--- src/logic/imul_pkg.sv ---
package imul_pkg;

  // ======================================================================
  // widths
  // ======================================================================

  localparam int unsigned word_width  = 32;
  localparam int unsigned dword_width = 2 * word_width;
  localparam int unsigned tag_width   = 4;
  localparam int unsigned step_width  = 6;
  localparam int unsigned step_count  = 32;  // one step per multiplier bit.

  typedef logic [word_width-1:0]  word_t;
  typedef logic [dword_width-1:0] dword_t;
  typedef logic [tag_width-1:0]   tag_t;
  typedef logic [step_width-1:0]  step_t;

  typedef enum logic [1:0] {
    op_mul,     // low word.
    op_mulh,    // signed x signed, high word.
    op_mulhu,   // unsigned x unsigned, high word.
    op_mulhsu   // signed x unsigned, high word.
  } mul_op_e;

  // ======================================================================
  // stage bundles
  // ======================================================================

  typedef struct packed {
    mul_op_e op;
    word_t   a;
    word_t   b;
    tag_t    tag;
  } mul_req_t;

  typedef struct packed {
    word_t a_mag;
    word_t b_mag;
    logic  negate;
    logic  high;
    tag_t  tag;
  } mul_dec_t;

  typedef struct packed {
    dword_t product;  // product of magnitudes.
    logic   negate;
    logic   high;
    tag_t   tag;
  } mul_prod_t;

  typedef struct packed {
    word_t result;
    tag_t  tag;
  } mul_rsp_t;

endpackage
--- src/logic/imul_unit.sv ---
`timescale 1ns/1ps

module imul_unit (
  input  logic                clk,
  input  logic                reset,

  input  logic                req_valid,
  output logic                req_ready,
  input  imul_pkg::mul_req_t  req,

  output logic                rsp_valid,
  input  logic                rsp_ready,
  output imul_pkg::mul_rsp_t  rsp
);

  import imul_pkg::*;

  logic      dec_valid;
  logic      dec_ready;
  mul_dec_t  dec;

  logic      prod_valid;
  logic      prod_ready;
  mul_prod_t prod;

  imul_decode i_imul_decode (
    .clk       (clk),
    .reset     (reset),
    .req_valid (req_valid),
    .req_ready (req_ready),
    .req       (req),
    .dec_valid (dec_valid),
    .dec_ready (dec_ready),
    .dec       (dec)
  );

  imul_execute i_imul_execute (
    .clk        (clk),
    .reset      (reset),
    .dec_valid  (dec_valid),
    .dec_ready  (dec_ready),
    .dec        (dec),
    .prod_valid (prod_valid),
    .prod_ready (prod_ready),
    .prod       (prod)
  );

  imul_result i_imul_result (
    .clk        (clk),
    .reset      (reset),
    .prod_valid (prod_valid),
    .prod_ready (prod_ready),
    .prod       (prod),
    .rsp_valid  (rsp_valid),
    .rsp_ready  (rsp_ready),
    .rsp        (rsp)
  );

endmodule

--- src/logic/imul_result.sv ---
`timescale 1ns/1ps

module imul_result (
  input  logic                 clk,
  input  logic                 reset,

  input  logic                 prod_valid,
  output logic                 prod_ready,
  input  imul_pkg::mul_prod_t  prod,

  output logic                 rsp_valid,
  input  logic                 rsp_ready,
  output imul_pkg::mul_rsp_t   rsp
);

  import imul_pkg::*;

  dword_t signed_product;
  word_t  result_word;

  // restore the sign, then pick the half.
  always_comb begin
    signed_product = prod.negate ? (~prod.product + 64'd1) : prod.product;
    if (prod.high) begin
      result_word = signed_product[dword_width-1:word_width];
    end else begin
      result_word = signed_product[word_width-1:0];
    end
  end

  // ======================================================================
  // output buffer
  // ======================================================================

  assign prod_ready = !rsp_valid || rsp_ready;

  always_ff @(posedge clk) begin
    if (reset) begin
      rsp_valid <= 1'b0;
    end else if (prod_ready) begin
      rsp_valid <= prod_valid;
    end
  end

  always_ff @(posedge clk) begin
    if (prod_valid && prod_ready) begin
      rsp.result <= result_word;
      rsp.tag    <= prod.tag;  // tag rides along untouched.
    end
  end

endmodule

--- src/logic/imul_execute.sv ---
`timescale 1ns/1ps

module imul_execute (
  input  logic                 clk,
  input  logic                 reset,

  input  logic                 dec_valid,
  output logic                 dec_ready,
  input  imul_pkg::mul_dec_t   dec,

  output logic                 prod_valid,
  input  logic                 prod_ready,
  output imul_pkg::mul_prod_t  prod
);

  import imul_pkg::*;

  typedef enum logic [1:0] {
    st_idle,
    st_busy,
    st_done
  } state_e;

  state_e state;
  state_e state_next;

  dword_t multiplicand;
  word_t  multiplier;
  word_t  multiplier_shift;
  step_t  steps;
  logic   last_step;

  assign dec_ready  = (state == st_idle);
  assign prod_valid = (state == st_done);

  assign multiplier_shift = multiplier >> 1;

  // early finish once no multiplier bits are left.
  assign last_step = (multiplier_shift == '0) ||
                     (steps == step_t'(step_count - 1));

  // ======================================================================
  // control FSM
  // ======================================================================

  always_comb begin
    state_next = state;
    case (state)
      st_idle: if (dec_valid)  state_next = st_busy;
      st_busy: if (last_step)  state_next = st_done;
      st_done: if (prod_ready) state_next = st_idle;
      default: state_next = st_idle;
    endcase
  end

  always_ff @(posedge clk) begin
    if (reset) begin
      state <= st_idle;
    end else begin
      state <= state_next;
    end
  end

  // ======================================================================
  // shift-and-add datapath
  // ======================================================================

  always_ff @(posedge clk) begin
    if (dec_valid && dec_ready) begin
      multiplicand <= dword_t'(dec.a_mag);
      multiplier   <= dec.b_mag;
      steps        <= '0;
      prod         <= '{product: '0,
                        negate:  dec.negate,
                        high:    dec.high,
                        tag:     dec.tag};
    end else if (state == st_busy) begin
      if (multiplier[0]) begin
        prod.product <= prod.product + multiplicand;
      end
      multiplicand <= multiplicand << 1;
      multiplier   <= multiplier_shift;
      steps        <= steps + 1'b1;
    end
  end

endmodule

--- src/logic/imul_decode.sv ---
`timescale 1ns/1ps

module imul_decode (
  input  logic                clk,
  input  logic                reset,

  input  logic                req_valid,
  output logic                req_ready,
  input  imul_pkg::mul_req_t  req,

  output logic                dec_valid,
  input  logic                dec_ready,
  output imul_pkg::mul_dec_t  dec
);

  import imul_pkg::*;

  logic     a_signed;
  logic     b_signed;
  logic     a_neg;
  logic     b_neg;
  mul_dec_t dec_next;

  // signedness per operation.
  always_comb begin
    a_signed = (req.op == op_mulh) || (req.op == op_mulhsu);
    b_signed = (req.op == op_mulh);
    a_neg    = a_signed && req.a[word_width-1];
    b_neg    = b_signed && req.b[word_width-1];
  end

  always_comb begin
    dec_next.a_mag  = a_neg ? (~req.a + 32'd1) : req.a;
    dec_next.b_mag  = b_neg ? (~req.b + 32'd1) : req.b;
    dec_next.negate = a_neg ^ b_neg;
    dec_next.high   = (req.op != op_mul);
    dec_next.tag    = req.tag;
  end

  // ======================================================================
  // single-entry buffer
  // ======================================================================

  assign req_ready = !dec_valid || dec_ready;

  always_ff @(posedge clk) begin
    if (reset) begin
      dec_valid <= 1'b0;
    end else if (req_ready) begin
      dec_valid <= req_valid;  // refill or drain.
    end
  end

  always_ff @(posedge clk) begin
    if (req_valid && req_ready) begin
      dec <= dec_next;
    end
  end

endmodule

--- config.mk ---
export PLATFORM = sky130hd
export DESIGN_NAME = imul_unit
export DESIGN_NICKNAME = d
export VERILOG_FILES = /design/src/logic/imul_pkg.sv /design/src/logic/imul_unit.sv /design/src/logic/imul_result.sv /design/src/logic/imul_execute.sv /design/src/logic/imul_decode.sv
export SDC_FILE = /design/constraint.sdc
export NUM_CORES = 1
export LEC_CHECK = 0
export BUFFER_PORTS_ARGS = -buffer_cell sky130_fd_sc_hd__buf_2
export CORE_MARGIN = 10
export CORE_UTILIZATION = 57
export CTS_CLUSTER_DIAMETER = 200
export CTS_CLUSTER_SIZE = 40
export DETAILED_ROUTE_END_ITERATION = 10
export PLACE_DENSITY = 0.83
export REMOVE_ABC_BUFFERS = 1
export SETUP_SLACK_MARGIN = 0.1
export SYNTH_ARGS = -nofsm -noshare
export SYNTH_HDL_FRONTEND = slang
export SYNTH_HIERARCHICAL = 1
export SYNTH_SLANG_ARGS = --single-unit
--- constraint.sdc ---
create_clock -name clk -period 7 [get_ports clk]
set_clock_uncertainty 0.15 [all_clocks]
set_input_delay 1.4 -clock clk [delete_from_list [all_inputs] [get_ports clk]]
set_output_delay 1.4 -clock clk [all_outputs]
set_load 0.03 [all_outputs]
* Yosys cells after proc, flatten, opt, wreduce, memory -nomap -nowiden
Cells that the tools add are included.
** Word-level totals
- Bits in writable memories :: 0
- Output and inout bits :: 38
- Memory bits (read-only) :: 0
- Bits in registers :: 282
- Memories :: 0
- Word-level logic and storage cells :: 64
- Bits in latches :: 0
** Cells by class
- Reduce and logical (&&, ||, !) cells :: 17
- Equal/unequal tests :: 8
- Shifts and indexed selects :: 0
- Magnitude comparators :: 0
- Div/mod/pow operators :: 0
- $add $sub $neg :: 5
- Mux-type cells :: 12
- Bitwise operators :: 4
- Multiply operators :: 0
** Operators by type and width (number)
- $mux W32 :: 7
- $add A32 B1 Y32 const B :: 2
- $add A64 B1 Y64 const B :: 1
- $add A64 B64 Y64 :: 1
- $mux W64 :: 1
- $not A32 Y32 :: 2
- $not A64 Y64 :: 1
- $logic_not A32 Y1 :: 1
- $add A6 B1 Y6 const B :: 1
- $eq A6 B5 Y1 const B :: 1
- $mux W2 :: 3
- $pmux W2 S3 :: 1
- $logic_and A1 B1 Y1 :: 5
- $eq A2 B1 Y1 const B :: 2
- $eq A2 B2 Y1 const B :: 2
- $logic_or A1 B1 Y1 :: 4
- $ne A2 B1 Y1 const B :: 2
- $reduce_bool A2 Y1 :: 2
- $reduce_and A3 Y1 :: 1
- $logic_not A1 Y1 :: 2
- $logic_not A2 Y1 :: 1
- $ne A2 B2 Y1 const B :: 1
- $reduce_and A2 Y1 :: 1
- $xor A1 B1 Y1 :: 1

* Logic depth before layout (Yosys ltp)
- Depth in word-level cells :: 4
- Gate-level depth with buffers :: 12

* Modules after synthesis
Netlist, hierarchy kept.
** Modules (own cells, without submodules)
- imul_execute :: times used 1, area each 10333.7 um2, cells an instance 1277, seq. area each 4184.0 um2
- imul_decode :: times used 1, area each 3651.0 um2, cells an instance 294, seq. area each 2122.0 um2
- imul_result :: times used 1, area each 3244.4 um2, cells an instance 366, seq. area each 1101.1 um2

* Least setup slack after synthesis
OpenSTA, ideal clock, no wires.
- Path type :: input -> register
- Start :: in req_valid
- End :: reg i_imul_decode/dec[0] (netlist name)
- Path slack :: 3374 ps
- Path buffers :: 0
- Stages on the path :: 1
- Arrival :: 3040 ps
- Cells stage by stage :: and2_1
** On the way
- Word-level cells in the longest chain between the ends :: 1
** RTL lines
- start, declared :: RTL line imul_unit.sv:7 : input logic req_valid,
- $logic_and A1 B1 Y1 :: RTL line imul_decode.sv:55 : if (req_valid && req_ready) begin
No other way between the ends.
A chain may end at the register's enable or synchronous reset.

* Worst setup path in the final report
- Start :: reg i_imul_execute/prod[6] (netlist name)
- End :: reg i_imul_execute/prod[60] (netlist name)
** On the way
- Word-level cells in the longest chain between the ends :: 1
** RTL lines
- $add A64 B64 Y64 :: RTL line imul_execute.sv:79 : prod.product <= prod.product + multiplicand;
No other way between the ends.

==> key figures <==
Worst setup path
  • CP max stage delay: 0.54 ns
  • Worst EP required: 7.28 ns
  • Startpoint Class: flop
  • Buffers & Inverters on Critical Path: 0
  • Arrival time of the worst setup path: 3.91 ns
  • CP Max Fanout: 7
  • CP endpoint kind: flop
  • CP Class: reg -> reg
  • Worst path top cell family by delay: compound AO/OA/AOI/OAI gates
  • CP max-delay cell: o21ai_0
  • Critical path, cell by cell: ha_1 -> fa_1 -> a211o_1 -> o211ai_1 -> a211oi_2 -> o211ai_2 -> a21oi_1 -> o21ai_0 -> a21oi_1 -> o21ai_0 -> nand3_1 -> a32o_1

Clocking
  • Clk slew on worst S/H paths: 0.14 ns
  • Post-cts sizing count: 0
  • Max clock buf depth: 3
  • TritonCTS clock tree: built
  • Postcts setup bufs: 0
  • Total CTS buffers: 11
  • Clk_lat worst skew: 0.51 ns
  • # H-tree levels: 1
  • Root Driver: clkbuf_16
  • # hold bufs at CTS: 0
  • Num Clock Sinks: 282

Timing
  • Fin crit period: 3.63 ns
  • Final Hold Fails: 0
  • Period utilization: 51.9%
  • Finish-stage setup viols: 0
  • Slew headroom: 17.2%
  • Unrepaired setup endpoints after global routing: no
  • Worst-Margin Slew: 1.24 ns
  • Max Clk Rate: 275 MHz
  • Setup TNS: 0 ns
  • WHS: 0.271 ns
  • Final Max Tran Viols: 0

Final layout
  • Inserted Diodes: 0
  • Fin nets: 2110
  • Layout cells sized above 1: 9.94%
  • Area grow syn2layout: 6.04%

Worst hold path
  • Hold WC Path Type: reg -> reg

Detailed routing
  • Iter 0 DRT Violations: 1581
  • WL/cell: 18.7 microns
  • Total Routed Length: 44100 microns
  • Post-route ant nets: 0
  • Vias: 14700
  • Residual DRC: 0
  • TritonRoute pass-1 iters: 6
  • Vias per inst: 6.23

Die
  • Starting Density: 58.0%
  • Die height: 194 microns
  • Die area: 37600 sq um
  • Io pins: 112
  • FP Rows: 63
  • Core Footprint: 29700 sq um
  • Die Span X: 194 microns

Placed design
  • Hpwl dp: 32900 microns
  • GPL Wtd Cong: 0.991
  • Port-buffer cells: 111

Global route
  • Largest net degree at the start of global routing: 84
  • GRT overflow: 0
  • Vias in the first global route: 13800
  • First-pass GRT wire length: 71700 microns
  • Initial antenna violation count: 0
  • GRT Overall Usage: 22.3%

Yosys
  • Post-synthesis register bit count: 282
  • EDFF count, synth: 176
  • Synth warnings: 6
  • Avg Cell Area, Syn: 8.89 sq um
  • Yosys cell types: 88
  • Synth area leader: edfxtp_1
  • Top post-synthesis cells by area: edfxtp_1 (31%), dfxtp_1 (12%), nand2_1 (9.4%)
  • Syn Std Cell Area: 17200 sq um
  • Syn Inst Count: 1937
  • Sequential fraction of the synthesis area: 43.0%
  • Top_reg_cell synth: edfxtp_1
  • Async S/R FF share, synth: 0%
  • Yosys top cell area share: 30.7%

Power
  • PD cells: 223 nW/um^2
  • Static leakage: 7.40 nW
  • Total chip power: 4.07 mW
  • Max IR drop VDD: 0.167 mV

Outcome
  • Status: finished, final reports clean

Run
  • Maxcap violations: 0
## final timing paths
kind	startpoint	endpoint	slack [ns]	cells past startpoint
worst min-delay path	i_imul_decode/dec[1]$_DFFE_PP_	i_imul_execute/prod[1]$_DFFE_PP_	0.27	0
worst max-delay path	i_imul_execute/prod[6]$_SDFFE_PP0P_	i_imul_execute/prod[60]$_SDFFE_PP0P_	3.37	12
worst min register to register	i_imul_decode/dec[1]$_DFFE_PP_	i_imul_execute/prod[1]$_DFFE_PP_	0.27	0
worst max register to register	i_imul_execute/prod[6]$_SDFFE_PP0P_	i_imul_execute/prod[60]$_SDFFE_PP0P_	3.37	12
## cell usage in the layout, fill, tap and decap left out, drive strengths merged, types with 33 or more instances in the layout
cell type / netlist / layout
nand2: 432 / 432
a21oi: 179 / 179
edfxtp: 176 / 176
buf: 20 / 122
dfxtp: 106 / 106
nor2: 100 / 100
xnor2: 81 / 81
o21ai: 78 / 78
xor2: 70 / 70
ha: 67 / 67
a21o: 49 / 49
nand4: 45 / 45
nor4: 41 / 41
nor3: 38 / 38
inv: 33 / 33
## flip-flops by register name, indices dropped and copies added (netlist names), 2 cells and up
signal                       count
i_imul_execute/state             2
i_imul_execute/steps             6
i_imul_result/rsp               36
i_imul_execute/prod             70
i_imul_execute/multiplicand     64
i_imul_execute/multiplier       32
i_imul_decode/dec               70
## report_power, final
part	total, mW	internal, mW	switching, mW
logic	1.20	0.442	0.755
registers	2.07	1.93	0.144
clock network	0.802	0.307	0.496
total	4.07	2.68	1.39
## per-layer routing
| layer | part of all wire (%) | track usage [%] | up-vias |
|---|---|---|---|
| met5 | 0 | 0 | - |
| met4 | 2.9 | 6.76 | 0 |
| met3 | 7.2 | 2.92 | 83 |
| met2 | 46 | 36.5 | 619 |
| met1 | 44 | 30.1 | 6920 |
| li1 | - | - | 7100 |
## layout make-up
class                      count  area [sq um]
fill                        2532         11400
multi-input combinational   1518          9290
sequential                   282          7410
timing repair buffer         122           638
tap                          390           488
clock buffer                  16           294
inverter                      33           126
clock inverter                 1          30.0
## cells in the mapped netlist, types with 37 or more instances
cell / number
nand2_1: 431
a21oi_1: 176
edfxtp_1: 176
dfxtp_1: 106
nor2_1: 99
clkbuf_1: 81
xnor2_1: 81
xor2_1: 70
o21ai_0: 69
ha_1: 67
a21o_1: 49
nand4_1: 44
nor4_1: 38
nor3_1: 37
## cell families after synthesis
group / Yosys count / share of synthesized area [%]
AND/OR/NAND/NOR: 809 / 22.0
AO/OA/AOI/OAI: 469 / 17.9
flip-flops: 282 / 43.0
XOR/XNOR: 151 / 7.68
buffers and inverters: 137 / 3.19
adder cells (fa/ha/maj): 68 / 4.98
multiplexers: 21 / 1.29
## per-stage QoR
| stage | area [sq um] | setup WS, ns | utilization [%] | instances |
|---|---|---|---|---|
| 2_1_floorplan | 16800 | 1.74 | - | 1833 |
| 3_3_place_gp | 17900 | 3.49 | 60.4 | 2345 |
| 3_5_place_dp | 17900 | 3.45 | 60.4 | 2345 |
| 4_1_cts | 18300 | 3.46 | 61.5 | 2362 |
| 5_1_grt | 18300 | 3.18 | 61.5 | 2362 |
| 6_report | 18300 | 3.37 | 61.5 | 2362 |
Note: power is estimated with default switching activity, not from simulation.
